`src/source/vec_pkg.sv`:
```
package vec_pkg;

  ////////////////////////////////////////////////////////////////////////////
  // Sizes
  ////////////////////////////////////////////////////////////////////////////

  localparam int unsigned NR_LANES      = 4;
  localparam int unsigned ROWS_PER_LANE = 4;
  localparam int unsigned VLMAX         = NR_LANES * ROWS_PER_LANE;
  localparam int unsigned ELEM_W        = 32;
  localparam int unsigned NR_VREGS      = 8;

  // Derived widths
  localparam int unsigned VREG_IDX_W = $clog2(NR_VREGS);
  localparam int unsigned VL_W       = $clog2(VLMAX + 1);
  localparam int unsigned BEAT_W     = $clog2(ROWS_PER_LANE);
  localparam int unsigned LANE_W     = $clog2(NR_LANES);

  ////////////////////////////////////////////////////////////////////////////
  // Opcodes and dispatcher states
  ////////////////////////////////////////////////////////////////////////////

  // Codes 4'ha to 4'hf are illegal
  typedef enum logic [3:0] {
    VSETVL   = 4'h0,
    VADD_VV  = 4'h1,
    VSUB_VV  = 4'h2,
    VAND_VV  = 4'h3,
    VOR_VV   = 4'h4,
    VXOR_VV  = 4'h5,
    VADD_VX  = 4'h6,
    VMV_V_X  = 4'h7,
    VID_V    = 4'h8,
    VEXT_X_V = 4'h9
  } vec_op_e;

  typedef enum logic [1:0] {
    IDLE = 2'd0,
    EXEC = 2'd1,
    READ = 2'd2,
    RESP = 2'd3
  } disp_state_e;

endpackage

```
`src/source/vec_lane.sv`:
```
module vec_lane #(
  parameter int unsigned LANE_ID = 0
) (
  input  logic                            clk_i,
  input  logic                            rst_i,
  input  vec_pkg::vec_op_e                op_i,
  input  logic [vec_pkg::VREG_IDX_W-1:0]  vd_i,
  input  logic [vec_pkg::VREG_IDX_W-1:0]  vs1_i,
  input  logic [vec_pkg::VREG_IDX_W-1:0]  vs2_i,
  input  logic [vec_pkg::ELEM_W-1:0]      scalar_i,
  input  logic [vec_pkg::VL_W-1:0]        vl_i,
  input  logic [vec_pkg::BEAT_W-1:0]      beat_i,
  input  logic                            active_i,
  input  logic [vec_pkg::BEAT_W-1:0]      read_row_i,
  output logic [vec_pkg::ELEM_W-1:0]      read_data_o
);
  import vec_pkg::*;

  ////////////////////////////////////////////////////////////////////////////
  // Register file slice
  ////////////////////////////////////////////////////////////////////////////

  // Row r of register v holds element r * NR_LANES + LANE_ID
  logic [ELEM_W-1:0] vrf [NR_VREGS][ROWS_PER_LANE];

  logic [ELEM_W-1:0] vs1_data;
  logic [ELEM_W-1:0] vs2_data;
  logic [ELEM_W-1:0] alu_res;
  logic [VL_W-1:0]   elem_idx;
  logic              wr_en;

  // vs1 follows the beat, vs2 follows the shared read row
  assign vs1_data    = vrf[vs1_i][beat_i];
  assign vs2_data    = vrf[vs2_i][read_row_i];
  assign read_data_o = vs2_data;

  assign elem_idx = VL_W'(beat_i) * VL_W'(NR_LANES) + VL_W'(LANE_ID);

  ////////////////////////////////////////////////////////////////////////////
  // Element ALU
  ////////////////////////////////////////////////////////////////////////////

  always_comb begin
    case (op_i)
      VADD_VV: begin
        alu_res = vs2_data + vs1_data;
      end
      VSUB_VV: begin
        // vd = vs2 - vs1
        alu_res = vs2_data - vs1_data;
      end
      VAND_VV: begin
        alu_res = vs2_data & vs1_data;
      end
      VOR_VV: begin
        alu_res = vs2_data | vs1_data;
      end
      VXOR_VV: begin
        alu_res = vs2_data ^ vs1_data;
      end
      VADD_VX: begin
        alu_res = vs2_data + scalar_i;
      end
      VMV_V_X: begin
        alu_res = scalar_i;
      end
      VID_V: begin
        alu_res = ELEM_W'(elem_idx);
      end
      default: begin
        alu_res = vs2_data;
      end
    endcase
  end

  // Tail elements at or above vl stay untouched
  assign wr_en = active_i && !rst_i && (elem_idx < vl_i);

  always_ff @(posedge clk_i) begin
    if (wr_en) begin
      vrf[vd_i][beat_i] <= alu_res;
    end
  end

endmodule

```
`config.mk`:
```
export PLATFORM = sky130hd
export DESIGN_NAME = vec_lane
export DESIGN_NICKNAME = d
export VERILOG_FILES = /design/src/source/vec_pkg.sv /design/src/source/vec_lane.sv
export SDC_FILE = /design/constraint.sdc
export NUM_CORES = 1
export LEC_CHECK = 0
export ABC_CLOCK_PERIOD_IN_PS = 7310
export BUFFER_PORTS_ARGS = -buffer_cell sky130_fd_sc_hd__buf_2
export CAP_MARGIN = 10
export CELL_PAD_IN_SITES_DETAIL_PLACEMENT = 1
export CELL_PAD_IN_SITES_GLOBAL_PLACEMENT = 1
export CORE_ASPECT_RATIO = 0.75
export CORE_MARGIN = 5
export CORE_UTILIZATION = 45
export CTS_BUF_LIST = sky130_fd_sc_hd__clkbuf_8 sky130_fd_sc_hd__clkbuf_16
export DETAILED_ROUTE_END_ITERATION = 8
export GPL_TIMING_DRIVEN = 0
export PLACE_DENSITY_LB_ADDON = 0.1
export SYNTH_ARGS = -nofsm -noshare
export SYNTH_HDL_FRONTEND = slang
export SYNTH_SLANG_ARGS = --single-unit
```
`constraint.sdc`:
```
create_clock -name clk_i -period 7.31 [get_ports clk_i]
set_clock_uncertainty 0.1 [all_clocks]
set_input_delay 0.731 -clock clk_i [delete_from_list [all_inputs] [get_ports clk_i]]
set_output_delay 0.731 -clock clk_i [all_outputs]
set_load 0.05 [all_outputs]
```
# == Word-level counts from Yosys, hierarchy flattened ==
# Memory sizes are Yosys's and may differ from the RTL's.
# Cells that the tools add are included.
# word_totals
output_inout_bits,32
input_bits,57
ramBits,1024
mem_count,1
elab_cells,36
reg_bits,0
# op_classes
eq_ne,8
magnitude_cmp,4
reduce_logical,4
add_sub_neg,3
n_bitwise,5
muxes,11
# mem_list
name,words,word_bits,read_ports,rd_ports_with_merged_regs,wr,line_no,text
vrf,8,128,2,0,1,vec_lane.sv:24,logic [ELEM_W-1:0] vrf [NR_VREGS][ROWS_PER_LANE];
# op_table
op,count
$pmux W32 S8,1
$mux W32,5
$bmux W32 S2,2
$mux W128,1
$add A32 B32 Y32,2
$demux W32 S2,1
$and A32 B32 Y32,1
$or A32 B32 Y32,1
$sub A32 B32 Y32,1
$xor A32 B32 Y32,1
$eq A4 B3 Y1 const B,4
$eq A4 B2 Y1 const B,2
$ge A3 B3 Y1 const B,2
$not A2 Y3,2
$lt A4 B5 Y1,1
$eq A4 B1 Y1 const B,1
$eq A4 B4 Y1 const B,1
$logic_and A1 B1 Y1,3
$lt A3 B1 Y1 const B,1
$logic_not A1 Y1,1
$mux W1,1

# == Longest topological paths before layout ==
# logic_depth
depth_word,6
ltp_mapped,29
mapped_depth_nobuf,22

# == Worst setup path after synthesis ==
# Ideal clock, no wire load.
# synth_path
path_kind,input port to flip-flop
startpoint,input vs2_i[0] (netlist bit)
endpoint,"memory vrf[0][120] (netlist bit), data pin"
t_arrival_ps,7682
path_stages,20
slack_ps,-939
setup_time_ps,467
path_cell_list,clkbuf_1 -> buf_2 -> clkbuf_1 -> buf_1 -> clkbuf_1 -> mux4_2 -> mux4_2 -> mux2i_1 -> inv_1 -> ha_1 -> nor2b_1 -> o21ai_0 -> a21boi_0 -> o21ai_0 -> a211oi_1 -> o311a_1 -> o211ai_1 -> a31oi_1 -> o21a_1 -> o31ai_1
# synth_via
elab_chain_cells,6
# synth_rtl
item,line_no,text
start: declaration,vec_lane.sv:9,"input logic [vec_pkg::VREG_IDX_W-1:0] vs2_i,"
$mem_v2 Z8 W128 (*),--,
$bmux W32 S2 (*),vec_lane.sv:34,assign vs2_data = vrf[vs2_i][read_row_i];
$mux W32 (implied by the code) (*) (2 in a row),vec_lane.sv:34,
"named net read_data_o, one bit",vec_lane.sv:15,output logic [vec_pkg::ELEM_W-1:0] read_data_o
$add A32 B32 Y32 (tied with other cells),vec_lane.sv:62,alu_res = vs2_data + scalar_i;
$pmux W32 S8 (*),vec_lane.sv:44,case (op_i)
named net alu_res[24],vec_lane.sv:28,logic [ELEM_W-1:0] alu_res;
end: declaration,vec_lane.sv:24,
# Mark *: on every way through the listed nets, which the timed path passes. The rest lies on a longest branch. The select of a mux whose other input is x is not followed.

# == Worst setup path after layout ==
# layout_path
startpoint,input vs2_i[1] (netlist bit)
endpoint,"memory vrf[2][111] (netlist bit), data pin"
# layout_via
elab_chain_cells,6
# layout_rtl
item,line_no
$mem_v2 Z8 W128 (*),--
$bmux W32 S2 (*),vec_lane.sv:34
$mux W32 (implied by the code) (*) (2 in a row),vec_lane.sv:34
$add A32 B32 Y32 (tied with other cells),vec_lane.sv:62
$pmux W32 S8 (*),vec_lane.sv:44
named net alu_res[15],vec_lane.sv:28
# Marks and branches as above.

==> flow_summary.yaml <==
status:
  status: "finished with violations"
  failed_checks: "slew limit, setup timing"
critical_path:
  path_max_fanout: 32
  critical_path_buf_inv_count: 4
  timing.reg2reg.setup_slack_ns: 0.14
  cp_cell_sequence: "buf_2 > clkbuf_1 > clkbuf_2 > mux4_2 > mux4_2 > mux2i_4 > inv_1 > ha_1 > nand2_1 > a2bb2oi_1 > a32oi_1 > and2_1 > a21boi_2 > o21bai_1 > a21oi_1 > xnor2_1 > a222oi_1 > mux2i_4"
  slowest_stage: "clkbuf_1"
  critical_path.top_delay_family: "buffers and inverters"
  critical_path.max_stage_delay_ns: 0.99
  critPathKind: "in2reg"
  crit_path_end_kind: "register"
  start_kind: "input pin"
  arrival_ns: 7.65
  cp.required_ns: 7.55
synthesis:
  async_flop_share: 0
  yosysWarnings: 0
  yosys-mux-area-fraction: 0.276
  synth_area_leaders: "edfxtp_1 (59%), mux4_2 (25%), ha_1 (2.4%), mux2i_1 (1.5%), mux2_2 (1.2%)"
  ys.flop_type: "edfxtp_1"
  synth_top_family_by_area: "multiplexers"
  avgSynthCellArea_um2: 18.4
  yosys.area_share.simple: 0.0336
  syn_area_um2: 52100
  netlist.area_leader.share: 0.590
  synth_compound_area_frac: 0.0489
  syn-num-nets: 2990
  synth_top_area_cell: "edfxtp_1"
  synthXorXnorAreaFrac: 0.00329
  synth_edf_count: 1024
  synth_fa_ha_area_frac: 0.0239
  yosysSeqAreaShare: 0.590
  yosys_register_bits: 1024
  synth_common_cells: "edfxtp_1 (1024), mux4_2 (575), clkbuf_1 (112)"
  synthDistinctLibCells: 81
  synth_cells: 2834
  post-synth-top-count-cell: "edfxtp_1"
die:
  initial_utilization: 0.452
  die_w_um: 403
  num_rows: 108
  core_area_um2: 115000
  io_pins: 89
  die_h_um: 305
  die_area_um2: 123000
routing:
  wl_um: 229000
  drt-initial-drc-count: 5941
  wire_per_inst_um: 47.6
  postRouteAntennaNets: 0
  first_pass_iters: 6
  avgViaCountPerCell: 7.41
  vias: 35700
  drt_drc_violations_left: 0
clock_network:
  clk_pin_slew_worst_paths_ns: 0.06
  cts_htree_levels: 3
  cts-hold-fix-buffers: 0
  cts_root_buf: "clkbuf_16"
  cts_sinks: 1024
  cts_tree: "done"
  clock_latency_ns: 0.72
  cts_buffers: 103
  cts_buffer_depth: 3
layout:
  layout-drive-gt1-share: 0.396
  area_growth_pct: 19.2
  largest_reg_flops: 1024
  post-route-util: 0.539
  fill_cells: 10300
  largest-register: "vrf"
  nNetsFinal: 3346
  reg.largest.list: "vrf x1024"
timing:
  slew_headroom: -0.0820
  rsz0062_at_grt: "yes"
  tightest_slew_ns: 1.62
  hold_viol: 0
  max_freq_mhz: 135
  whs_ns: 0.683
  fin_crit_ns: 7.41
  finalWorstSetupSlack_ns: -0.101
  slew_violations: 2
  min_period_over_period: 1.01
  setup_viol: 107
grt:
  grt_overflow: 0
  grtUsageTotal: 0.368
  antenna_found_initial: 3
  grt_pass1_vias: 35400
  grt_pass1_wl_um: 306000
  grt_max_degree: 33
placed_design:
  gp_congestion: 0.970
  port_buffers: 79
  dp_slack_ns: -4.03
  hpwlAfterDp_um: 161000
hold_path:
  hp-class: "in2reg"
pwr:
  vdd_drop_max_v: 0.000236
  p_per_area_nw_per_um2: 245
  p_leak_nw: 20.5
job:
  drv_cap: 0
## stage by stage
stage / std cells / area [µm²] / power (mW) / TNS, ns
2_1_floorplan: 2834 / 52200 / 8.37 / -2.55
3_3_place_gp: 4453 / 54500 / 9.27 / -5277.76
3_5_place_dp: 4567 / 57100 / 9.48 / -2775.21
4_1_cts: 4803 / 61700 / 15.1 / 0
5_1_grt: 4813 / 62100 / 15.5 / -3.07
6_report: 4816 / 62200 / 15.2 / -6.60
## logic make-up (layout without fill, tap and decap cells)
family	count (synthesis)	count (layout)
flops	1024	1024
mux	711	712
compound gates	364	368
simple gates	334	337
buf+inv	284	715
fa+ha+maj	99	99
xor+xnor	18	18
other cells	0	3
## placed cells by master (no fill, tap or decap), types with 11 or more instances in the layout
cell | netlist | routed
a211oi_1 | 14 | 13
nor2_4 | 0 | 33
a21o_1 | 14 | 14
inv_1 | 79 | 96
nand3_1 | 26 | 22
nand4_1 | 13 | 13
nor3_1 | 24 | 18
a22oi_2 | 4 | 11
nand2_1 | 97 | 97
clkinv_1 | 0 | 24
mux2_2 | 54 | 54
buf_6 | 14 | 31
clkbuf_2 | 0 | 26
a222oi_1 | 24 | 24
bufinv_16 | 0 | 14
buf_2 | 22 | 97
mux4_2 | 575 | 575
mux2i_1 | 80 | 59
a22oi_1 | 74 | 68
edfxtp_1 | 1024 | 1024
o21ai_0 | 69 | 61
buf_12 | 1 | 76
a21oi_1 | 55 | 46
mux2i_2 | 2 | 12
buf_16 | 0 | 24
buf_1 | 42 | 18
buf_4 | 10 | 54
nor2_1 | 88 | 52
clkinv_2 | 0 | 20
clkbuf_1 | 112 | 63
clkbuf_16 | 0 | 106
mux2i_4 | 0 | 12
ha_1 | 98 | 98
buf_8 | 3 | 37
## worst register-to-register path, cell delays in order, from the launching register on
cell,delay (ns)
edfxtp_1,0.42
mux4_2,0.47
mux4_2,0.48
mux2_2,0.46
or2_1,0.38
or4b_1,0.54
buf_2,0.22
nor2_2,0.19
o21ai_0,0.12
a221o_1,0.37
ha_1,0.49
a21o_1,0.28
a21o_1,0.20
a31o_2,0.31
nor3b_4,0.27
a21oi_4,0.16
and3_1,0.21
o21ai_0,0.18
xnor2_1,0.11
a222oi_1,0.50
mux2i_4,0.21
buf_6,0.21
## per-layer routing
layer / GRT usage / share of wire / up-vias
met4: 0.166 / 0.058 / 0
met1: 0.522 / 0.39 / 19300
li1: - / - / 12900
met5: 0 / 0 / -
met3: 0.102 / 0.12 / 564
met2: 0.533 / 0.43 / 2874
## report_power, final
| group | internal (mW) | switching (mW) | total [mW] | leakage (nW) |
|---|---|---|---|---|
| Combinational | 1.00 | 1.94 | 2.94 | 9.46 |
| Sequential | 6.78 | 0.0117 | 6.79 | 9.27 |
| Clock | 3.11 | 2.38 | 5.49 | 1.73 |
| Total | 10.9 | 4.33 | 15.2 | 20.5 |
## path summary, 6_finish.rpt
path	from	cells after the start	end
worst min register to register	vrf[2][98]	4	vrf[5][98]
worst max-delay path	vs2_i[1]	18	vrf[2][111]
worst min-delay path	vd_i[0]	3	vrf[2][90]
worst max register to register	vrf[2][44]	21	vrf[0][91]
## final cells by class
cell class	instances	area, µm²	share of cell area
flip-flops and latches	1024	30700	0.495
diodes	3	7.51	0.000121
well taps	1540	1930	0.0310
multi-input cells	1534	21100	0.340
plain buffers	201	1450	0.0233
inverters	80	300	0.00483
clock inverters	82	739	0.0119
clock buffers	106	2650	0.0427
repair buffers	246	3180	0.0512
## timing repair
| item | CTS | global route |
|---|---|---|
| setup buffers | 43 | 7 |
| cloned | 7 | 1 |
| setup endpoints to repair | 962 | 532 |
| resized for setup | 190 | 77 |
| pin swaps | 30 | 14 |
No activity file was read; power rests on OpenSTA's default activity.
