$ cat src/source/vec_pkg.sv
package vec_pkg;

  ////////////////////////////////////////////////////////////////////////////
  // Sizes
  ////////////////////////////////////////////////////////////////////////////

  localparam int unsigned NR_LANES      = 4;
  localparam int unsigned ROWS_PER_LANE = 4;
  localparam int unsigned VLMAX         = NR_LANES * ROWS_PER_LANE;
  localparam int unsigned ELEM_W        = 32;
  localparam int unsigned NR_VREGS      = 8;

  // Derived widths
  localparam int unsigned VREG_IDX_W = $clog2(NR_VREGS);
  localparam int unsigned VL_W       = $clog2(VLMAX + 1);
  localparam int unsigned BEAT_W     = $clog2(ROWS_PER_LANE);
  localparam int unsigned LANE_W     = $clog2(NR_LANES);

  ////////////////////////////////////////////////////////////////////////////
  // Opcodes and dispatcher states
  ////////////////////////////////////////////////////////////////////////////

  // Codes 4'ha to 4'hf are illegal
  typedef enum logic [3:0] {
    VSETVL   = 4'h0,
    VADD_VV  = 4'h1,
    VSUB_VV  = 4'h2,
    VAND_VV  = 4'h3,
    VOR_VV   = 4'h4,
    VXOR_VV  = 4'h5,
    VADD_VX  = 4'h6,
    VMV_V_X  = 4'h7,
    VID_V    = 4'h8,
    VEXT_X_V = 4'h9
  } vec_op_e;

  typedef enum logic [1:0] {
    IDLE = 2'd0,
    EXEC = 2'd1,
    READ = 2'd2,
    RESP = 2'd3
  } disp_state_e;

endpackage

$ cat src/source/vec_dispatcher.sv
module vec_dispatcher (
  input  logic                            clk_i,
  input  logic                            rst_i,
  // Host request channel
  input  logic                            req_valid_i,
  output logic                            req_ready_o,
  input  vec_pkg::vec_op_e                req_op_i,
  input  logic [vec_pkg::VREG_IDX_W-1:0]  req_vd_i,
  input  logic [vec_pkg::VREG_IDX_W-1:0]  req_vs1_i,
  input  logic [vec_pkg::VREG_IDX_W-1:0]  req_vs2_i,
  input  logic [vec_pkg::ELEM_W-1:0]      req_scalar_i,
  // Host response channel
  output logic                            resp_valid_o,
  input  logic                            resp_ready_i,
  output logic [vec_pkg::ELEM_W-1:0]      resp_data_o,
  output logic                            resp_err_o,
  // Beat counter
  output logic                            beat_start_o,
  output logic [vec_pkg::BEAT_W:0]        beat_count_o,
  input  logic                            beat_active_i,
  input  logic                            beat_last_i,
  // Lanes
  output vec_pkg::vec_op_e                op_o,
  output logic [vec_pkg::VREG_IDX_W-1:0]  vd_o,
  output logic [vec_pkg::VREG_IDX_W-1:0]  vs1_o,
  output logic [vec_pkg::VREG_IDX_W-1:0]  vs2_o,
  output logic [vec_pkg::ELEM_W-1:0]      scalar_o,
  output logic [vec_pkg::VL_W-1:0]        vl_o,
  output logic [vec_pkg::BEAT_W-1:0]      ext_row_o,
  input  logic [vec_pkg::ELEM_W-1:0]      ext_data_i
);
  import vec_pkg::*;

  disp_state_e             state_q, state_d;
  vec_op_e                 op_q;
  logic [VREG_IDX_W-1:0]   vd_q, vs1_q, vs2_q;
  logic [ELEM_W-1:0]       scalar_q;
  logic [VL_W-1:0]         vl_q;
  logic [ELEM_W-1:0]       resp_data_q;
  logic                    resp_err_q;

  logic                    accept;
  logic                    is_vec_op;
  logic                    is_illegal;
  logic                    ext_oob;
  logic [VL_W-1:0]         new_vl;
  logic [VL_W-1:0]         vl_round;

  ////////////////////////////////////////////////////////////////////////////
  // Request decode
  ////////////////////////////////////////////////////////////////////////////

  assign accept = req_valid_i && req_ready_o;

  always_comb begin
    is_vec_op  = 1'b0;
    is_illegal = 1'b0;
    case (req_op_i)
      VADD_VV, VSUB_VV, VAND_VV, VOR_VV, VXOR_VV, VADD_VX, VMV_V_X, VID_V: begin
        is_vec_op = 1'b1;
      end
      VSETVL, VEXT_X_V: begin
        is_vec_op = 1'b0;
      end
      default: begin
        is_illegal = 1'b1;
      end
    endcase
  end

  assign ext_oob = (req_op_i == VEXT_X_V) && (req_scalar_i >= ELEM_W'(VLMAX));
  assign new_vl  = (req_scalar_i > ELEM_W'(VLMAX)) ? VL_W'(VLMAX) : req_scalar_i[VL_W-1:0];

  // ceil(vl / NR_LANES)
  assign vl_round     = vl_q + VL_W'(NR_LANES - 1);
  assign beat_count_o = (BEAT_W + 1)'(vl_round >> LANE_W);

  ////////////////////////////////////////////////////////////////////////////
  // FSM
  ////////////////////////////////////////////////////////////////////////////

  always_comb begin
    state_d      = state_q;
    beat_start_o = 1'b0;
    case (state_q)
      IDLE: begin
        if (accept) begin
          if (is_vec_op && beat_count_o != '0) begin
            beat_start_o = 1'b1;
            state_d      = EXEC;
          end else if (req_op_i == VEXT_X_V && !ext_oob) begin
            state_d = READ;
          end else begin
            state_d = RESP;
          end
        end
      end
      EXEC: begin
        if (beat_active_i && beat_last_i) begin
          state_d = RESP;
        end
      end
      READ: begin
        state_d = RESP;
      end
      default: begin
        if (resp_ready_i) begin
          state_d = IDLE;
        end
      end
    endcase
  end

  always_ff @(posedge clk_i) begin
    if (rst_i) begin
      state_q <= IDLE;
      vl_q    <= '0;
    end else begin
      state_q <= state_d;
      if (accept && req_op_i == VSETVL) begin
        vl_q <= new_vl;
      end
    end
  end

  // Request and response payload
  always_ff @(posedge clk_i) begin
    if (accept) begin
      op_q        <= req_op_i;
      vd_q        <= req_vd_i;
      vs1_q       <= req_vs1_i;
      vs2_q       <= req_vs2_i;
      scalar_q    <= req_scalar_i;
      resp_data_q <= (req_op_i == VSETVL) ? ELEM_W'(new_vl) : '0;
      resp_err_q  <= is_illegal || ext_oob;
    end else if (state_q == READ) begin
      resp_data_q <= ext_data_i;
    end
  end

  assign req_ready_o  = (state_q == IDLE);
  assign resp_valid_o = (state_q == RESP);
  assign resp_data_o  = resp_data_q;
  assign resp_err_o   = resp_err_q;

  assign op_o      = op_q;
  assign vd_o      = vd_q;
  assign vs1_o     = vs1_q;
  assign vs2_o     = vs2_q;
  assign scalar_o  = scalar_q;
  assign vl_o      = vl_q;
  // Extract index split into row and lane
  assign ext_row_o = scalar_q[LANE_W +: BEAT_W];

endmodule

$ cat config.mk
export PLATFORM = sky130hd
export DESIGN_NAME = vec_dispatcher
export DESIGN_NICKNAME = d
export VERILOG_FILES = /design/src/source/vec_pkg.sv /design/src/source/vec_dispatcher.sv
export SDC_FILE = /design/constraint.sdc
export NUM_CORES = 1
export LEC_CHECK = 0
export BUFFER_PORTS_ARGS = -buffer_cell sky130_fd_sc_hd__buf_2
export CAP_MARGIN = 5
export CORE_MARGIN = 1.5
export CORE_UTILIZATION = 40
export CTS_BUF_LIST = sky130_fd_sc_hd__clkbuf_4
export CTS_CLUSTER_SIZE = 12
export DETAILED_ROUTE_END_ITERATION = 6
export GPL_ROUTABILITY_DRIVEN = 0
export PLACE_DENSITY = 0.84
export SYNTH_ARGS = -nofsm -noshare
export SYNTH_HDL_FRONTEND = slang
export SYNTH_SLANG_ARGS = --single-unit
$ cat constraint.sdc
create_clock -name clk_i -period 5.06 [get_ports clk_i]
set_input_delay 0.506 -clock clk_i [delete_from_list [all_inputs] [get_ports clk_i]]
set_output_delay 0.506 -clock clk_i [all_outputs]
set_load 0.05 [all_outputs]
; Word level (Yosys, flattened, before mapping)
; Cells that the tools add are included.
[classes]
n_mux = 15
n_lt_le_gt_ge = 2
add_sub_neg = 1
n_reduce_logical = 16
eq_ne = 14
[ops]
columns = cell, n
row1 = 32-bit 2-to-1 mux, 2
row2 = "32-bit by 5-bit >= comparator with 1-bit output, second input constant", 1
row3 = "32-bit by 5-bit greater-than comparator with 1-bit output, second input constant", 1
row4 = "4-bit by 3-bit == test with 1-bit output, second input constant", 4
row5 = 5-bit 2-to-1 mux, 2
row6 = 10-bit OR reduction, 1
row7 = "4-bit by 2-bit == test with 1-bit output, second input constant", 2
row8 = "4-bit == test, second input constant", 2
row9 = 2-bit 2-to-1 mux, 4
row10 = 8-bit OR reduction, 1
row11 = 1-bit logical AND, 6
row12 = 1-bit 2-to-1 mux, 6
row13 = 2-bit case mux with 3 select lines, 1
row14 = "5-bit by 2-bit adder with 5-bit output, second input constant", 1
row15 = "2-bit == test, second input constant", 2
row16 = "4-bit by 1-bit == test with 1-bit output, second input constant", 1
row17 = 4-bit zero test, 1
row18 = 4-bit nonzero test, 1
row19 = 3-bit AND reduction, 1
row20 = 3-bit nonzero test, 1
row21 = "2-bit by 1-bit == test with 1-bit output, second input constant", 1
row22 = 2-bit zero test, 1
row23 = "2-bit by 1-bit inequality test with 1-bit output, second input constant", 1
row24 = "2-bit inequality test, second input constant", 1
row25 = 3 further kinds, 3
[totals]
inputBits = 83
regBits = 85
out_inout_bits = 91
wordCells = 57

; Logic depth before layout (Yosys ltp)
; Gate-level depths: netlist (run 1).
[logic_depth]
ltp_word = 8
mapped_depth = 7
depth_no_buf = 6

; Least setup slack after synthesis (run 1)
; OpenSTA, ideal clock, no wires.
[synth_path]
path_type = register -> register
startpoint = register state_q[0]
endpoint = register op_q[0], in the netlist op_o[0] (enable)
setup_time_ps = 400
required_ps = 4660
period_less_slack_ps = 2646
slack_ps = 2414
t_arrival_ps = 2246
stages_incl_launch_ff = 7
path_cell_list = dfxtp_1 inv_1 ha_1 nand2_2 buf_6 clkbuf_1 inv_1
[synth_via]
elab_chain_len = 2
[synth_lines]
columns = element, line
row1 = from (decl), vec_dispatcher.sv:34  ; disp_state_e state_q, state_d;
row2 = from (signal assigned), vec_dispatcher.sv:119  ; state_q <= state_d;
row3 = 2-bit zero test, vec_dispatcher.sv:141  ; assign req_ready_o = (state_q == IDLE);
row4 = net req_ready_o, vec_dispatcher.sv:6  ; output logic req_ready_o,
row5 = 1-bit logical AND, vec_dispatcher.sv:53  ; assign accept = req_valid_i && req_ready_o;
row6 = net accept, vec_dispatcher.sv:42  ; logic accept;
row7 = to (signal assigned), vec_dispatcher.sv:129  ; op_q <= req_op_i;
row8 = to (decl), vec_dispatcher.sv:35  ; vec_op_e op_q;
; The timed path passes the listed nets, and every way through them passes these cells.
; A chain may end at the register's enable or synchronous reset.

; Final worst setup path (run 1)
[layout_path]
startpoint = register state_q[0]
endpoint = output port beat_start_o
[layout_via]
elab_chain_len = 4
[layout_lines]
columns = element, line
row1 = 2-bit zero test (*), "vec_dispatcher.sv:85, vec_dispatcher.sv:141"
row2 = 1-bit logical AND, vec_dispatcher.sv:53
row3 = 1-bit 2-to-1 mux, vec_dispatcher.sv:87  ; if (accept) begin
row4 = 1-bit 2-to-1 mux (*), vec_dispatcher.sv:85  ; case (state_q)
row5 = to (decl), vec_dispatcher.sv:18  ; output logic beat_start_o,
; Mark *: on every way between the ends. The rest lies on a longest branch, timed or not.

==> summary.md, run 1 <==
| Metric | Value |
|---|---|
| Run status | `completed` |
| Post-synth EDFFs | `78` |
| Largest net degree at the start of global routing | `47` |
| Drt wl/cell | `15.9 µm` |
| Proportion of layout cells with a drive suffix above 1 | `around 53%` |
| First-pass GRT wire length | `11000 µm` |
| Worst-path maximum fanout | `38` |
| Final setup viols | `0` |
| GRT Util Overall | `17.3%` |
| Hold crit path type | `primary input to flop` |
| Antenna-violating nets left | `0` |
| Hold-fix buffers, CTS | `0` |
| Endpoint class of the critical path | `output pin` |
| Commonest non-fill, non-tap cell in the layout | `buf_2` |
| Overall Power | `2.56 mW` |
| Worst setup SP type | `flop` |
| Post-Syn Instances | `191` |
| Maximum clock frequency | `0.409 GHz` |
| Clock sink total | `85` |
| Final Critical Period | `2.44 ns` |
| Register area share after synthesis | `76.6%` |
| Final Hold Violating Endpoints | `0` |
| Syn Area/Cell | `roughly 17 µm²` |
| Synth Register Bits | `85` |
| Clock Pin Slew Worst Setup and Hold Paths | `0.14 ns` |
| DR vias/cell | `4.71` |
| CP Data Required Time | `4.55 ns` |
| Routed WL | `7570 µm` |
| WHS Path Cells | `1` |
| Yosys warns | `0` |
| Clk root buf | `clkbuf_4` |
| Min Hold Slack | `~0.25 ns` |
| Max_cap viols | `0` |
| PortBufs | `173` |
| CTS Buffer Depth | `2` |
| # IOs | `174` |
| Fin nets | `456` |
| Cts repair resizes | `0` |
| Number of remaining DRC errors | `0` |
| Ys flop type | `edfxtp_1` |
| Antenna cells | `0` |
| Initial Util | `41.7%` |
| WP data arrival | `1.94 ns` |
| Post-Synthesis Cell Area | `0.00324 mm²` |
| Syn nets | `278` |
| Area grow syn2layout | `34.7%` |
| Most frequent cells in the layout | `buf_2 (173), edfxtp_1 (78), and2_1 (27), clkbuf_4 (9), dfxtp_1 (7)` |
| Setup total negative slack | `0 ns` |
| Clk_skew | `roughly 0.021 ns` |
| DR iter-0 viols | `75` |
| Die ar. | `0.00865 mm²` |
| Vias in the first global route | `approximately 2100` |
| GRT overflow | `0` |
| Max-slew headroom | `37.9%` |
| Row cnt | `32` |
| CTS Buf Count | `9` |
| Final slew viol count | `0` |
| Pwr/cell area | `587 mW/mm²` |
| Drt first pass iters | `4` |
| RSZ-0062 raised after global routing | `false` |
| Setup ws final | `2.62 ns` |
| Slew of the pin with the lowest slew margin | `0.931 ns` |
| Final worst path period share | `about 48%` |
| Chip height | `93.0 µm` |
| H-tree depth | `3` |
| Synth cell types | `42` |
| Worst slack, placed | `2.72 ns` |
| CP Class | `flop to output pin` |
| R2R depth | `4` |
| Via count | `roughly 2200` |
| Postcts setup bufs | `0` |
| Worst VDD drop | `approximately 220 µV` |
| Clk_lat worst skew | `0.42 ns` |
| Leak | `around 1.8 nW` |
| Core box area | `~0.0078 mm²` |
| Async SR Flop Fraction | `0%` |
| Die width | `93.0 µm` |
| TritonCTS clock tree | `done` |
| Hpwl dp | `5870 µm` |
| Initial antenna violation count | `0` |
==> per-stage QoR <==
stage	utilization, %	instance area [µm²]	instances
after floorplan	-	3240	191
after global placement	54.1	4200	460
after detailed placement	54.1	4200	460
after CTS	56.2	4360	476
after global routing	56.2	4360	476
final	56.2	4360	476
==> worst max-delay path, stage by stage, from the launching register on <==
cell and delay (ns):
dfxtp_1 0.41, inv_1 0.08, ha_1 0.25, nand2_2 0.46
nor2_1 0.10, buf_2 0.23
==> routing by layer <==
metal	vias to the layer above	GRT usage [%]	routed length (µm)
met3	6	4.31	528
li1	1090	-	-
met4	0	6.06	83
met5	-	0	0
met2	100	29.4	3920
met1	1048	21.4	3040
==> cells by family after synthesis <==
group	synth area share [%]
flip-flops	76.6
AND/OR/NAND/NOR	13.5
AO/OA/AOI/OAI	5.41
buffers and inverters	2.09
adder cells (fa/ha/maj)	1.55
XOR/XNOR	0.811
==> cell usage after synthesis, types with 2 or more instances <==
master    count  area (µm²)
edfxtp_1     78        2340
and2_1       27         169
dfxtp_1       7         140
inv_1         7        26.3
nor4_1        6        37.5
a22o_1        4        35.0
clkbuf_1      4        15.0
ha_1          4        50.1
nand4b_1      4        35.0
o32ai_1       4        35.0
nand2_1       3        11.3
nor2_1        3        11.3
nor3_1        3        15.0
o21ai_1       3        15.0
or3_1         3        18.8
a21oi_1       2        10.0
buf_4         2        15.0
nand2_2       2        12.5
xnor2_1       2        17.5
==> power by group <==
| part | switching (mW) | internal, mW |
|---|---|---|
| logic | 0.861 | 0.201 |
| clock network | 0.237 | 0.202 |
| registers | 0.0468 | 1.01 |
==> flip-flops by register name, indices dropped and copies added, names as in the netlist <==
register and cells:
vl_o 5, vs2_o 3, op_o 4, resp_data_o 32
resp_err_o 1, vs1_o 3, scalar_o 32, state_q 2
vd_o 3
==> worst paths after layout <==
path / from / endpoint / slack [ns]
worst max-delay path: state_q[0] / beat_start_o / 2.62
worst min-delay path: req_vs2_i[0] / vs2_o[0] / 0.25
worst max register to register: state_q[0] / op_o[1] / 2.78
worst min register to register: vl_o[2] / vl_o[2] / 0.55
==> layout make-up <==
| type | count | area (µm²) |
|---|---|---|
| Inverter | 7 | 26.3 |
| Tap cell | 102 | 128 |
| Multi-Input combinational cell | 92 | 689 |
| Clock inverter | 7 | 96.3 |
| Sequential cell | 85 | 2480 |
| Fill cell | 674 | 3400 |
| Clock buffer | 9 | 67.6 |
| Timing Repair Buffer | 174 | 873 |
Power figures use the tool's default switching activity.
==> run 2: changes to the inputs <==
Settings changed: ABC_AREA from default to 1.
Clock period 5.06 ns to 2.45 ns, I/O delays scaled along.
==> summary.md, run 2 <==
| Metric | Value |
|---|---|
| Clock power frac | `15.2% (-2.0 points)` |
| Setup ws final | `0.346 ns (-2.27 ns)` |
| Dpl cell area | `0.00424 mm² (+1.0%)` |
| Number of remaining DRC errors | `0 (unchanged)` |
| Commonest non-fill, non-tap cell in the layout | `buf_2` |
| Hold-fix buffers, CTS | `36 (+36)` |
| Drt wl/cell | `13.3 µm (-17%)` |
| Postcts setup bufs | `0 (unchanged)` |
| GRT Util Overall | `17.9% (+0.56 points)` |
| Initial antenna violation count | `0 (unchanged)` |
| Yosys warns | `0 (unchanged)` |
| Worst slack, placed | `0.405 ns (-2.32 ns)` |
| Post-synth EDFFs | `78 (unchanged)` |
| Proportion of layout cells with a drive suffix above 1 | `40.9% (-13 points)` |
| First-pass GRT wire length | `11500 µm (+4.8%)` |
| CP Class | `primary input to output pin` |
| Clock Pin Slew Worst Setup and Hold Paths | `0.12 ns (-0.02 ns)` |
| Synth cell types | `23 (-45%)` |
| Antenna cells | `0 (unchanged)` |
| Final setup viols | `0 (unchanged)` |
| Cts repair resizes | `0 (unchanged)` |
| Synth Register Bits | `85 (unchanged)` |
| Slew of the pin with the lowest slew margin | `0.839 ns (-0.0916 ns)` |
| Design Area, Final | `0.00475 mm² (+8.9%)` |
| WHS Path Cells | `1 (unchanged)` |
| Area grow syn2layout | `45.4%` |
| Post-Synthesis Cell Area | `0.00327 mm² (+0.93%)` |
| Top cell type's share of synthesized area | `71.6% (-0.66 points)` |
| Final worst path period share | `85.9%` |
| Clk root buf | `clkbuf_4` |
| Leak | `2.24 nW (+22%)` |
| Chip height | `93.4 µm (+0.45%)` |
| Core box area | `0.00781 mm² (+0.52%)` |
| PortBufs | `173 (unchanged)` |
| Sw frac | `45.2% (+0.54 points)` |
| Die width | `93.4 µm (+0.45%)` |
| WP data arrival | `1.86 ns (-0.08 ns)` |
| Logic pwr share | `42.4% (+0.9 points)` |
| Final slew viol count | `0 (unchanged)` |
| Worst setup SP type | `primary input` |
| Delay-heaviest family, CP | `buffers and inverters` |
| Ys flop type | `edfxtp_1` |
| Worst-path maximum fanout | `3 (-92%)` |
| Cell Chain, Critical Path | `dlygate4sd3_1 > buf_2 > or2_1 > o21ai_1 > nand2_1 > clkinv_1 > nand2_1 > nor2_1 > buf_2` |
| Worst VDD drop | `808 µV (+270%)` |
| Sequential fraction of design power | `42.4% (+1.0 points)` |
| Endpoint class of the critical path | `output pin` |
| Via count | `2657 (+18%)` |
| Die ar. | `0.00872 mm² (+0.89%)` |
| Most frequent cells after synthesis | `edfxtp_1 (78), nor2_1 (50), nand2_1 (44)` |
| Row cnt | `32 (unchanged)` |
| Clock sink total | `85 (unchanged)` |
| Register area share after synthesis | `75.9% (-0.70 points)` |
| Async SR Flop Fraction | `0% (unchanged)` |
| Area leader, netlist | `edfxtp_1` |
| Largest net degree at the start of global routing | `74 (+57%)` |
| Most common cell in the netlist | `edfxtp_1` |
| Drt first pass iters | `4 (unchanged)` |
| DR vias/cell | `4.53 (-3.8%)` |
| Critical path depth in cells | `9 (+4)` |
| Hold crit path type | `primary input to flop` |
| Hpwl dp | `5590 µm (-4.8%)` |
| Final Hold Violating Endpoints | `0 (unchanged)` |
| Synth top area cells | `edfxtp_1 (72%), nor2_1 (5.7%), nand2_1 (5.1%)` |
| Final Critical Period | `2.10 ns` |
| R2R depth | `5 (+1)` |
| Max-slew headroom | `44.0% (+6.2 points)` |
| Clk_lat worst skew | `0.43 ns (about the same)` |
| Overall Power | `5.18 mW (+100%)` |
| Max stage delay on crit path | `0.52 ns (+0.06 ns)` |
| WP buf/inv | `4 (+2)` |
| Post-Syn Instances | `262 (+37%)` |
| CTS Buf Count | `9 (unchanged)` |
| # IOs | `174 (unchanged)` |
| Fin nets | `566 (+24%)` |
| H-tree depth | `3 (unchanged)` |
| Initial Util | `41.9% (+0.17 points)` |
| Setup total negative slack | `0 ns (unchanged)` |
| Vias in the first global route | `2488 (+18%)` |
| Syn nets | `349 (+26%)` |
| Max_cap viols | `0 (unchanged)` |
| Antenna-violating nets left | `0 (unchanged)` |
| Psw | `2.34 mW (+100%)` |
| CP Data Required Time | `2.20 ns (-2.35 ns)` |
| DR iter-0 viols | `68 (-9.3%)` |
| Fill cell count | `627 (-7.0%)` |
| CTS Buffer Depth | `2 (unchanged)` |
| GRT overflow | `0 (unchanged)` |
| TritonCTS clock tree | `done` |
| Most frequent cells in the layout | `buf_2 (173), edfxtp_1 (78), nor2_1 (50), nand2_1 (44), inv_1 (40)` |
| Pwr/cell area | `1090 mW/mm² (+86%)` |
| Maximum clock frequency | `between 0.4 and 0.5 GHz` |
| Routed WL | `7770 µm (+2.6%)` |
| Clk_skew | `0.0121 ns (-0.00869 ns)` |
| Run status | `completed` |
| Syn Area/Cell | `12.5 µm² (-26%)` |
| Crit-path slowest cell | `dlygate4sd3_1` |
| Internal cell power | `2.84 mW (+100%)` |
| RSZ-0062 raised after global routing | `false` |
-- run 2: power groups by stage --
stage          registers [mW]  clock network, mW  logic, mW
3_3_place_gp             2.22                  0       2.12
3_5_place_dp             2.24                  0       2.16
4_1_cts                  2.20              0.815       2.21
5_1_grt                  2.23              0.868       2.32
6_report                 2.20              0.788       2.20
2_1_floorplan            3.36                  0      0.533
-- run 2: metrics by stage --
step	utilization, %	hold slack [ns]	std cells
after global placement	54.3	0.423	533
after detailed placement	54.3	0.424	533
after global routing	60.9	0.0103	586
final	60.9	0.0366	586
after CTS	60.7	0.00102	585
after floorplan	-	0.314	262
-- run 2: layout make-up --
class	instances	area (µm²)	share of cell area, %
Sequential cell	85	2480	52.2
Timing Repair Buffer	211	1240	26.2
Multi-Input combinational cell	130	601	12.6
Inverter	42	158	3.32
Tap cell	102	128	2.69
Clock inverter	7	72.6	1.53
Clock buffer	9	67.6	1.42
-- run 2: worst paths after layout --
check | startpoint | slack [ns] | to
setup reg to reg | state_q[0] | 0.40 | op_o[1]
hold / removal | req_scalar_i[4] | 0.04 | scalar_o[4]
hold reg to reg | vl_o[4] | 0.52 | vl_o[4]
setup / recovery | req_op_i[2] | 0.35 | beat_start_o
-- run 2: logic make-up after synthesis --
kind of cell	after synthesis	share of synthesized area [%]
DFF	85	75.9
adders and majority gates	4	1.53
buffers and inverters	47	5.70
AOI/OAI and AO/OA	12	1.84
and+or+nand+nor	114	15.0
-- run 2: per-layer routing --
metal  track usage (%)  up-vias  part of all wire (%)
met3              4.23       19                   6.9
met4              8.33        0                   2.0
met2              31.9      114                    52
met5                 0        -                     0
met1              20.0     1235                    39
li1                  -     1289                     -
