**config.mk**
```make
export PLATFORM = sky130hd
export DESIGN_NAME = vec_beat_counter
export DESIGN_NICKNAME = d
export VERILOG_FILES = /design/src/source/vec_pkg.sv /design/src/source/vec_beat_counter.sv
export SDC_FILE = /design/constraint.sdc
export NUM_CORES = 1
export LEC_CHECK = 0
export ABC_AREA = 1
export BUFFER_PORTS_ARGS = -buffer_cell sky130_fd_sc_hd__buf_2
export CAP_MARGIN = 20
export CORE_AREA = 2 2 39 41
export CTS_BUF_LIST = sky130_fd_sc_hd__clkbuf_16
export CTS_CLUSTER_DIAMETER = 150
export DETAILED_ROUTE_END_ITERATION = 8
export DIE_AREA = 0 0 41 43
export GPL_ROUTABILITY_DRIVEN = 0
export GPL_TIMING_DRIVEN = 1
export PLACE_DENSITY = 0.49
export REMOVE_ABC_BUFFERS = 1
export SYNTH_ARGS = -nofsm -noshare
export SYNTH_HDL_FRONTEND = slang
export SYNTH_SLANG_ARGS = --single-unit
```
**constraint.sdc**
```tcl
create_clock -name clk_i -period 1.3 [get_ports clk_i]
set_clock_uncertainty 0.05 [all_clocks]
set_input_delay 0.13 -clock clk_i [delete_from_list [all_inputs] [get_ports clk_i]]
set_output_delay 0.13 -clock clk_i [all_outputs]
set_load 0.1 [all_outputs]
```
**src/source/vec_pkg.sv**
```systemverilog
package vec_pkg;

  ////////////////////////////////////////////////////////////////////////////
  // Sizes
  ////////////////////////////////////////////////////////////////////////////

  localparam int unsigned NR_LANES      = 4;
  localparam int unsigned ROWS_PER_LANE = 4;
  localparam int unsigned VLMAX         = NR_LANES * ROWS_PER_LANE;
  localparam int unsigned ELEM_W        = 32;
  localparam int unsigned NR_VREGS      = 8;

  // Derived widths
  localparam int unsigned VREG_IDX_W = $clog2(NR_VREGS);
  localparam int unsigned VL_W       = $clog2(VLMAX + 1);
  localparam int unsigned BEAT_W     = $clog2(ROWS_PER_LANE);
  localparam int unsigned LANE_W     = $clog2(NR_LANES);

  ////////////////////////////////////////////////////////////////////////////
  // Opcodes and dispatcher states
  ////////////////////////////////////////////////////////////////////////////

  // Codes 4'ha to 4'hf are illegal
  typedef enum logic [3:0] {
    VSETVL   = 4'h0,
    VADD_VV  = 4'h1,
    VSUB_VV  = 4'h2,
    VAND_VV  = 4'h3,
    VOR_VV   = 4'h4,
    VXOR_VV  = 4'h5,
    VADD_VX  = 4'h6,
    VMV_V_X  = 4'h7,
    VID_V    = 4'h8,
    VEXT_X_V = 4'h9
  } vec_op_e;

  typedef enum logic [1:0] {
    IDLE = 2'd0,
    EXEC = 2'd1,
    READ = 2'd2,
    RESP = 2'd3
  } disp_state_e;

endpackage

```
**src/source/vec_beat_counter.sv**
```systemverilog
module vec_beat_counter (
  input  logic                        clk_i,
  input  logic                        rst_i,
  input  logic                        start_i,
  input  logic [vec_pkg::BEAT_W:0]    count_i,
  output logic [vec_pkg::BEAT_W-1:0]  beat_o,
  output logic                        active_o,
  output logic                        last_o
);
  import vec_pkg::*;

  logic [BEAT_W:0]   remaining_q;
  logic [BEAT_W-1:0] beat_q;
  logic              active_q;

  always_ff @(posedge clk_i) begin
    if (rst_i) begin
      remaining_q <= '0;
      beat_q      <= '0;
      active_q    <= 1'b0;
    end else if (start_i && count_i != '0) begin
      remaining_q <= count_i;
      beat_q      <= '0;
      active_q    <= 1'b1;
    end else if (active_q) begin
      if (last_o) begin
        active_q <= 1'b0;
      end else begin
        remaining_q <= remaining_q - 1'b1;
        beat_q      <= beat_q + 1'b1;
      end
    end
  end

  assign beat_o   = beat_q;
  assign active_o = active_q;
  // Final beat when only one remains
  assign last_o   = active_q && (remaining_q == (BEAT_W + 1)'(1));

endmodule

```
# Yosys cells after proc, flatten, opt, wreduce, memory -nomap -nowiden
# Cells that the tools add are included.
dict set report op_classes {
  add_sub_neg 2
  mul 0
  div_mod_pow 0
  magnitude_cmp 0
  eq_ne 2
  shift 0
  n_mux 6
  n_bitwise 1
  n_reduce_logical 7
}
# operator n
set ops {}
lappend ops {{$mux 3} 3}
lappend ops {{$reduce_and 2->1} 2}
lappend ops {{$eq 3x1->1 const B} 1}
lappend ops {{$mux 1} 3}
lappend ops {{$reduce_bool 3->1} 1}
lappend ops {{$sub 3x1->3 const B} 1}
lappend ops {{$add 2x1->2 const B} 1}
lappend ops {{$logic_and 1x1->1} 2}
lappend ops {{$ne 2x1->1 const B} 1}
lappend ops {{$reduce_bool 2->1} 1}
lappend ops {{$reduce_or 2->1} 1}
lappend ops {{$not 1->1} 1}
dict set report totals {
  ff_bits 6
  latch_bits 0
  ram_bits 0
  mem_bits_ro 0
  in_bits 6
  out_inout_bits 4
  word_cells 21
  memories 0
}

# Longest topological paths before layout
# Gate-level depths: netlist (run 1).
dict set report logic_depth {
  ltp_word 5
  depth_mapped 9
  mapped_depth_nobuf 9
}

# Least setup slack after synthesis (run 1)
# Ideal clock, no wire load.
dict set report synth_timing {
  path_kind {reg-to-output}
  from {register active_q, in the netlist active_o}
  to {output last_o}
  t_arrival_ps 2426
  required_time_ps 1120
  slack_ps -1306
  path_stages_with_launch 3
  n_path_buf 0
  path_cell_list {dfxtp_1 > inv_1 > nor2_1}
}
dict set report synth_via {
  elab_chain_len 1
}
# element line
set synth_rtl {}
lappend synth_rtl {{start, declared} vec_beat_counter.sv:14} ;# logic active_q;
lappend synth_rtl {{start signal, assigned} vec_beat_counter.sv:20} ;# active_q <= 1'b0;
lappend synth_rtl {{start signal, assigned} vec_beat_counter.sv:24} ;# active_q <= 1'b1;
lappend synth_rtl {{start signal, assigned} vec_beat_counter.sv:27} ;# active_q <= 1'b0;
lappend synth_rtl {{$logic_and 1x1->1} vec_beat_counter.sv:38} ;# assign last_o = active_q && (remaining_q == (BEAT_W + 1)'(1));
lappend synth_rtl {{end, declared} vec_beat_counter.sv:8} ;# output logic last_o
# Every way passes these cells.

# Worst setup path in the final report (run 1)
dict set report layout_timing {
  from {register remaining_q[1]}
  to {output last_o}
}
dict set report layout_via {
  elab_chain_len 2
}
# element line
set layout_rtl {}
lappend layout_rtl {{start, declared} vec_beat_counter.sv:12} ;# logic [BEAT_W:0] remaining_q;
lappend layout_rtl {{start signal, assigned} vec_beat_counter.sv:22} ;# remaining_q <= count_i;
lappend layout_rtl {{start signal, assigned} vec_beat_counter.sv:29} ;# remaining_q <= remaining_q - 1'b1;
lappend layout_rtl {{$eq 3x1->1} vec_beat_counter.sv:38}
lappend layout_rtl {{$logic_and 1x1->1} vec_beat_counter.sv:38}
# Every way passes these cells.

==> results.cfg, run 1 <==
[outcome]
run_status = completed

[die]
io_pins = 10
floorplan.rows = 14
die_height_um = 43
area_of_the_placeable_core_um2 = 1380
floorplan.initialDensity_pct = 27.3
die_area_um2 = 1760
die_width_um = 41

[cells_and_area]
layout-area-overhead-vs-synth_pct = 65.9
final_cell_count_no_fill = 85
final_area_um2 = 627
insertedDiodeCount = 0
final_layout_size_suffix_gt1_share_pct = 47.8
fin_nets = 79

[yosys]
share_of_the_synthesized_area_in_compound_gates_ao_oa_aoi_oai_pct = 6.29
post_synth_xor_area_fraction_pct = 4.64
synth.ff_latch_count = 6
synthSimpleGateAreaFrac_pct = 41.7
synthesis_warning_total = 0
combinational_family_with_the_most_area_after_synthesis = simple AND/OR/NAND/NOR gates
synth_sequential_area_ratio_pct = 31.8
netlist_instances = 54
post_synth_instance_area_um2 = 378
post_synth_fa_ha_maj_area_fraction_pct = 6.62
avgSynthCellArea_um2 = 7.00
synthDistinctLibCells = 14
synth.mux.area_fraction_pct = 0

[place]
placedCellCount = 80
buffer_ports.inserted = 9
place.detailed.hpwl_um = 605
dpl-instance-area_um2 = 495

[setup_path]
setup.worst_path.class = register to primary output
worst_setup_path_end_kind = primary output
cp_max_fo = 2
startpoint_type = register
r2r_slack_ns = 0.10
cp_data_arrival_time_ns = 1.07
critPathRequiredTime_ns = 1.12

[global_route]
grt_pass1_vias = 353
grt_use_total_pct = 12.5
global_route_wire_length_before_repair_um = 1370
grt_max_degree = 7
grt_antenna_before_repair = 0
grt-ovfl-total = 0

[sta]
setup_viol = 0
final_min_period_over_clock_period_pct = 96.5
worst_slew_margin_rel_pct = 67.9
clock.fmax_mhz = 797
timing.final.crit_period_ns = 1.25
worst_slew_pin_slew_ns = 0.485
finalHoldViolations = 0
timing.final.max_slew_violations = 0

[drt]
drt_drc_violations_left = 0
via_cell_ratio = 4.33
antenna_violating_nets_left = 0
routed-via-count = 368
drt_pass1_iterations = 2
routed_wire_length_per_instance_um = 10.1
total_length_of_routed_wires_um = 859
drt-initial-drc-count = 2

[cts]
cts_root_buf = clkbuf_16
cts.htree.levels = 1
clk_pin_slew_worst_paths_ns = 0.03
cts_tree = done
tritoncts.num_buffers = 3
numClockSinks = 6
worstSkewPairLatency_ns = 0.23
clockBufferDepth = 2
ctsHoldBuffers = 0

[power_and_ir_drop]
switchingPower_w = 0.000258
power.share.sequential_pct = 22.9
cell_leakage_power_nw = 0.300
power.density_cell_area_nw_per_um2 = 1500
internal_power_w = 0.000681
comb_power_share_pct = 23.1
ir_drop_mv = 0.830
share_of_total_power_in_the_clock_network_pct = 54.0
sw_frac_of_total_pct = 27.5

[flow_run]
timing.max_cap.violations = 0

[worst_hold_path]
hold_path_class = input pin to register
## cells by family after synthesis
family | Yosys count
xor+xnor | 2
compound gates | 4
buf+inv | 9
simple gates | 31
fa+ha+maj | 2
flops | 6
## area by class of cell
cell class / instances / area, um2
Fill cell: 141 / 757
Multi-Input combinational cell: 39 / 263
Sequential cell: 6 / 123
Timing Repair Buffer: 12 / 113
Clock buffer: 3 / 75.1
Inverter: 9 / 33.8
Tap cell: 16 / 20.0
## stage by stage
step                      hold slack [ns]  worst slack [ns]  utilization, %  power (W)  TNS (ns)
after floorplan                     0.142             -1.31               -   0.000347     -2.76
after global placement              0.289             0.111            35.8   0.000407         0
after detailed placement            0.287             0.107            35.8   0.000406         0
after CTS                          0.0333            0.0355            43.9   0.000940         0
after global routing               0.0574          -0.00157            45.3   0.000979  -0.00157
final                              0.0450            0.0458            45.3   0.000939         0
## worst max-delay path: stages, from the launching register on
cell     delay [ns]
dfxtp_2        0.31
inv_2          0.07
ha_4           0.14
nand2_4        0.05
nor2_4         0.09
buf_12         0.18
## layer usage
metal  vias to the layer above  routed length (um)  track usage, %
li1                        197                   -               -
met1                       163                 380            14.2
met2                         6                 416            16.6
met3                         2                  37            4.71
met4                         0                  25            12.0
met5                         -                   0               0
## what timing repair did
item	in CTS	in global routing
setup buffers	2	0
pin swaps	2	3
endpoints found under the setup margin	1	2
gates resized for setup	7	3
## final timing paths
path	cells past startpoint	startpoint	to
max	5	remaining_q[1]	last_o
min	2	rst_i	remaining_q[0]
max reg2reg	9	remaining_q[1]	remaining_q[2]
min reg2reg	2	beat_o[1]	beat_o[1]
## Yosys cell counts
cell type	count	area (um2)
nand2_4	3	33.8
ha_1	2	25.0
nor2_1	5	18.8
dfxtp_1	6	120
inv_1	7	26.3
a21oi_1	2	10.0
a21oi_2	1	8.76
xor2_1	2	17.5
nand2_2	3	18.8
nor2_2	1	6.26
nand2_1	12	45.0
nand3_1	7	35.0
o21ai_0	1	5.00
inv_2	2	7.51
## registers in the layout, summed over array words and instances, names as in the netlist
| register | count |
|---|---|
| beat_o | 2 |
| remaining_q | 3 |
| active_o | 1 |
## power groups by stage
stage / clock network, W / logic (W) / registers (W)
floorplan: 0 / 0.0000964 / 0.000250
CTS: 0.000519 / 0.000207 / 0.000215
global placement: 0 / 0.000193 / 0.000214
global route: 0.000521 / 0.000242 / 0.000216
finish: 0.000507 / 0.000217 / 0.000215
detailed placement: 0 / 0.000192 / 0.000214
## placed cells by master, fill, tap and decap left out, drive strengths merged
master  netlist  final
a21oi         3      3
buf           0     12
clkbuf        0      3
dfxtp         6      6
ha            2      2
inv           9      9
nand2        18     18
nand3         7      7
nor2          6      6
o21ai         1      1
xor2          2      2
No activity file was read; power rests on OpenSTA's default activity.
==> inputs of run 2 (changes only) <==
--- a/config.mk
+++ b/config.mk
@@ -5,7 +5,7 @@
 export SDC_FILE = /design/constraint.sdc
 export NUM_CORES = 1
 export LEC_CHECK = 0
-export ABC_AREA = 1
+export ABC_AREA = 0
 export BUFFER_PORTS_ARGS = -buffer_cell sky130_fd_sc_hd__buf_2
 export CAP_MARGIN = 20
 export CORE_AREA = 2 2 39 41
@@ -15,7 +15,7 @@
 export DIE_AREA = 0 0 41 43
 export GPL_ROUTABILITY_DRIVEN = 0
 export GPL_TIMING_DRIVEN = 1
-export PLACE_DENSITY = 0.49
+export PLACE_DENSITY = 0.43
 export REMOVE_ABC_BUFFERS = 1
 export SYNTH_ARGS = -nofsm -noshare
 export SYNTH_HDL_FRONTEND = slang
==> run 2 against run 1 <==
Combinational power fell by 23%. Setup slack got worse by 0.034 ns. Sequential share of layout area rose by 4.4 points. Critical endpoint unchanged. Non-clock buffer count fell by 3. Total power fell by 6.1%. Area after synthesis fell by 20%.
==> results.cfg, run 2 <==
[cells_and_area]
fin_nets = 57
layout-area-overhead-vs-synth_pct = 70.7
sequential_cell_area_um2 = 124
fillers = 148
largest_register = remaining_q
multiInputGateArea_um2 = 196
max_ffs_per_register = 3
insertedDiodeCount = 0
final_cell_count_no_fill = 63
final_layout_size_suffix_gt1_share_pct = 42.6
final_area_um2 = 517
mostFrequentLayoutCell = buf_2

[yosys]
post_synth_instance_area_um2 = 303
synth.ff_latch_count = 6
netlist_top_cells_area = dfxtp_1, ha_1, xor2_1
avgSynthCellArea_um2 = 8.65
netlist_instances = 35
synth_sequential_area_ratio_pct = 39.7
synth_async_sr_flop_share_pct = 0
synth.top_cells.by_count = dfxtp_1, a21oi_1, inv_1, nand2_1
synthDistinctLibCells = 18
synth_most_common_cell = dfxtp_1
synth_top_area_share_pct = 39.7
synth-edff-count = 0
synth_flop_cell = dfxtp_1
synth_top_area_cell = dfxtp_1
synthesis_warning_total = 0

[place]
dpl-instance-area_um2 = 413
placedCellCount = 60
place.detailed.hpwl_um = 489
buffer_ports.inserted = 9

[global_route]
grt-ovfl-total = 0
global_route_wire_length_before_repair_um = 1120
grt_pass1_vias = 260
grt_use_total_pct = 10.4
grt_max_degree = 9
grt_antenna_before_repair = 0

[setup_path]
critPathTopFamily = flip-flops
critPathRequiredTime_ns = 1.12
setup.worst_path.class = register to primary output
cpPeakStageDelay_ns = 0.31
worst_setup_path_end_kind = primary output
timing.critical_path.slowest_stage_cell = dfxtp_2
startpoint_type = register
cp_max_fo = 2
worst-path-buf-inv = 2
cp_data_arrival_time_ns = 1.11
path_cells = inv_2 > ha_4 > and3_4 > buf_12

[power_and_ir_drop]
cell_leakage_power_nw = 0.208
ir_drop_mv = 1.18
power.density_cell_area_nw_per_um2 = 1710

[sta]
clock.fmax_mhz = 776
fin_worst_hold_slack_ns = 0.0947
timing.final.max_slew_violations = 0
worst_slew_pin_slew_ns = 0.482
setup_viol = 0
finalHoldViolations = 0
timing.final.crit_period_ns = 1.29
final_min_period_over_clock_period_pct = 99.1
rsz_0062_raised_after_global_routing = yes
worst_slew_margin_rel_pct = 68.1

[die]
area_of_the_placeable_core_um2 = 1380
floorplan.rows = 14
die_width_um = 41
die_area_um2 = 1760
floorplan.initialDensity_pct = 21.9
io_pins = 10
die_height_um = 43

[cts]
cts_tree = done
numClockSinks = 6
clockBufferDepth = 2
clk_pin_slew_worst_paths_ns = 0.03
postCtsSetupRepairBufs = 0
cts_resized = 1
cts_root_buf = clkbuf_16
worstSkewPairLatency_ns = 0.23
ctsHoldBuffers = 0
tritoncts.num_buffers = 3
cts.htree.levels = 1

[drt]
drt_pass1_iterations = 3
routed_wire_length_per_instance_um = 10.9
drt_drc_violations_left = 0
total_length_of_routed_wires_um = 685
routed-via-count = 294
antenna_violating_nets_left = 0
drt-initial-drc-count = 2
via_cell_ratio = 4.67

[outcome]
run_status = completed

[worst_hold_path]
hold_path_class = input pin to register

[flow_run]
timing.max_cap.violations = 0
## run 2: changes by cell type in the layout (fill, tap and decap cells not counted), moves of 3 or more
| cell | change |
|---|---|
| buf_4 | -3 |
| nand3_1 | -5 |
| nor2_1 | -3 |
| nand2_2 | -4 |
| nand2_1 | -8 |
| inv_1 | -5 |
| nand2_4 | -3 |
## run 2: path summary, 6_finish.rpt
path / end / slack [ns] / depth (start not counted) / from
hold / removal: remaining_q[1] / 0.09 / 2 / rst_i
setup reg to reg: remaining_q[1] / 0.05 / 4 / remaining_q[0]
setup / recovery: last_o / 0.01 / 4 / remaining_q[1]
hold reg to reg: remaining_q[2] / 0.48 / 2 / remaining_q[2]
## run 2: cell families after synthesis
family	count (synthesis)	share of synthesized area [%]
compound gates	10	21.9
xor+xnor	3	8.68
fa+ha+maj	2	8.26
buf+inv	3	3.72
flops	6	39.7
simple gates	11	17.8
## run 2: area by class of cell
cell class	instances	area share (%)
clock buffer	3	14.5
inverter	3	2.18
multi-input combinational	26	38.0
sequential	6	24.0
tap	16	3.87
timing repair buffer	9	17.4
## run 2: worst reg2reg max path, cell delays in order (launching register included)
cell	delay, ns
dfxtp_2	0.35
inv_2	0.05
ha_1	0.28
a311o_1	0.31
a21oi_1	0.13
## run 2: per-layer routing
layer / vias to the layer above / wire length (um) / GRT usage, %
met5: - / 0 / 0
li1: 151 / - / -
met2: 5 / 353 / 12.5
met1: 138 / 298 / 12.7
met4: 0 / 0 / 8.00
met3: 0 / 33 / 6.28
## run 2: stage by stage
stage                     total power (W)  worst slack, ns  util (%)  setup TNS [ns]
after floorplan                  0.000319           -0.814         -           -2.77
after global placement           0.000374          -0.0332      29.8         -0.0332
after detailed placement         0.000374          -0.0377      29.8         -0.0377
after CTS                        0.000877          -0.0408      35.4         -0.0681
after global routing             0.000926          -0.0123      37.3         -0.0123
final                            0.000882           0.0115      37.3               0
## run 2: where the power goes
group	switching (W)	internal, W	total [W]
clock	0.0000973	0.000394	0.000491
sequential	0.0000199	0.000202	0.000222
combinational	0.0000974	0.0000711	0.000168
total	0.000215	0.000667	0.000882
==> inputs of run 3 (changes only) <==
==> constraint.sdc (replaced) <==
create_clock -name clk_i -period 1.35 [get_ports clk_i]
set_clock_uncertainty 0.05 [all_clocks]
set_input_delay 0.135 -clock clk_i [delete_from_list [all_inputs] [get_ports clk_i]]
set_output_delay 0.135 -clock clk_i [all_outputs]
set_load 0.1 [all_outputs]
==> run 3 against run 2 <==
Final cell count increased by 1.6%. Non-clock buffer count increased by 1. Clock power decreased by 3%. Total power decreased by 3.4%. First-iteration DRC count increased to 4.0 times the previous value. Cell area unchanged. Global-route usage decreased by 1.2 points. Sequential share of layout area unchanged. Combinational power decreased by 4%. Largest cell class unchanged.
==> results.cfg, run 3 (synthesis gave the netlist of run 2 again) <==
[cells_and_area]
final_layout_size_suffix_gt1_share_pct = 45.8
insertedDiodeCount = 0
final_area_um2 = 517
largest_register = remaining_q
final_util_pct = 37.3
mostFrequentLayoutCell = buf_2
final_cell_count_no_fill = 64
layout-area-overhead-vs-synth_pct = 70.7
layout_common_cells = buf_2, nand2_1, dfxtp_2, dfxtp_1, clkbuf_16
max_ffs_per_register = 3
fin_nets = 58

[sta]
rsz_0062_raised_after_global_routing = no
clock.fmax_mhz = 771
worst_slew_margin_rel_pct = 67.7
setup_viol = 0
finalHoldViolations = 0
timing.final.max_slew_violations = 0
final_min_period_over_clock_period_pct = 96.0
tns_ns = 0
worst_slew_pin_slew_ns = 0.487
timing.final.crit_period_ns = 1.30

[drt]
total_length_of_routed_wires_um = 703
via_cell_ratio = 4.53
drt_drc_violations_left = 0
routed_wire_length_per_instance_um = 11.0
drt_pass1_iterations = 4
drt-initial-drc-count = 8
antenna_violating_nets_left = 0
routed-via-count = 290

[global_route]
globalRouteMet3Util_pct = 6.28
grt_util_met1_pct = 9.94
grt_use_total_pct = 9.13
grt-ovfl-total = 0
global_route_wire_length_before_repair_um = 979
top_usage_layer = met2
grt_pass1_vias = 243
grt_max_degree = 9
grt_antenna_before_repair = 0
met2_usage_pct = 11.3

[power_and_ir_drop]
switchingPower_w = 0.000210
ir_drop_mv = 0.684
comb_power_share_pct = 19.0
power.density_cell_area_nw_per_um2 = 1650
sw_frac_of_total_pct = 24.7
cell_leakage_power_nw = 0.210
internal_power_w = 0.000642
power.share.sequential_pct = 24.9
final_power_w = 0.000852
share_of_total_power_in_the_clock_network_pct = 56.1

[setup_path]
startpoint_type = register
cp_max_fo = 2
r2r_slack_ns = 0.11
r2r_startpoint = remaining_q[0]
timing.rr.end = remaining_q[1]
cp_data_arrival_time_ns = 1.11
worst_setup_path_end_kind = primary output
critPathRequiredTime_ns = 1.16
setup.worst_path.class = register to primary output
rr_worst_depth = 4

[cts]
ctsHoldBuffers = 0
clockBufferDepth = 2
cts_tree = done
numClockSinks = 6
cts_root_buf = clkbuf_16
tritoncts.num_buffers = 3
clk_pin_slew_worst_paths_ns = 0.03
worstSkewPairLatency_ns = 0.23
cts.htree.levels = 1

[die]
die_width_um = 41
io_pins = 10
die_area_um2 = 1760
floorplan.rows = 14
area_of_the_placeable_core_um2 = 1380
floorplan.initialDensity_pct = 21.9
die_height_um = 43

[worst_hold_path]
min_path_cells = 2
hold_path_class = input pin to register
timing.hold.worst_endpoint = remaining_q[1]
min-delay-start = rst_i

[place]
placedCellCount = 60
dpl-instance-area_um2 = 398
place.detailed.hpwl_um = 502
buffer_ports.inserted = 9

[outcome]
run_status = completed

[flow_run]
timing.max_cap.violations = 0
==> run 3: cell count changes in the layout (fill, tap and decap cells not counted), sizes merged <==
cell  delta
buf      +1
==> run 3: power groups by stage <==
stage                     Combinational [W]  Clock, W  Sequential (W)
after floorplan                   0.0000674         0        0.000240
after global placement             0.000144         0        0.000209
after detailed placement           0.000143         0        0.000209
after CTS                          0.000143  0.000492        0.000206
after global routing               0.000175  0.000500        0.000214
final                              0.000162  0.000478        0.000212
==> run 3: critical path: stages (launching register included) <==
cell and delay [ns]:
dfxtp_2 0.32, inv_2 0.07, ha_4 0.14, and3_4 0.19
buf_12 0.17
==> run 3: worst max-delay path by stage <==
stage,start,end,slack [ns],depth (start not counted)
4_1_cts,active_o,last_o,0.006,2
6_report,remaining_q[1],last_o,0.05,4
2_1_floorplan,active_o,last_o,-0.77,1
3_3_place_gp,remaining_q[1],remaining_q[1],0.01,6
3_5_place_dp,remaining_q[1],remaining_q[1],0.04,6
5_1_grt,remaining_q[1],last_o,0.03,4
==> run 3: through the flow <==
step / setup slack, ns / hold slack, ns
global route: 0.0285 / 0.118
detailed placement: 0.0421 / 0.359
floorplan: -0.769 / 0.154
finish: 0.0536 / 0.108
global placement: 0.0115 / 0.361
CTS: 0.00590 / 0.123
==> run 3: metal layers <==
layer,share of wire (%),vias to the layer above
li1,-,152
met1,47,131
met2,47,5
met3,4.0,2
met4,1.7,0
met5,0,-
==> run 3: final cells by class <==
| cell class | count | area (um2) |
|---|---|---|
| tap | 16 | 20.0 |
| fill | 136 | 867 |
| multi-input combinational | 26 | 204 |
| timing repair buffer | 10 | 82.6 |
| clock buffer | 3 | 75.1 |
| inverter | 3 | 11.3 |
| sequential | 6 | 124 |
==> run 3: repair_timing <==
item | CTS | global route
resized for setup | 0 | 10
endpoints found under the setup margin | 0 | 4
buffers inserted | 0 | 1
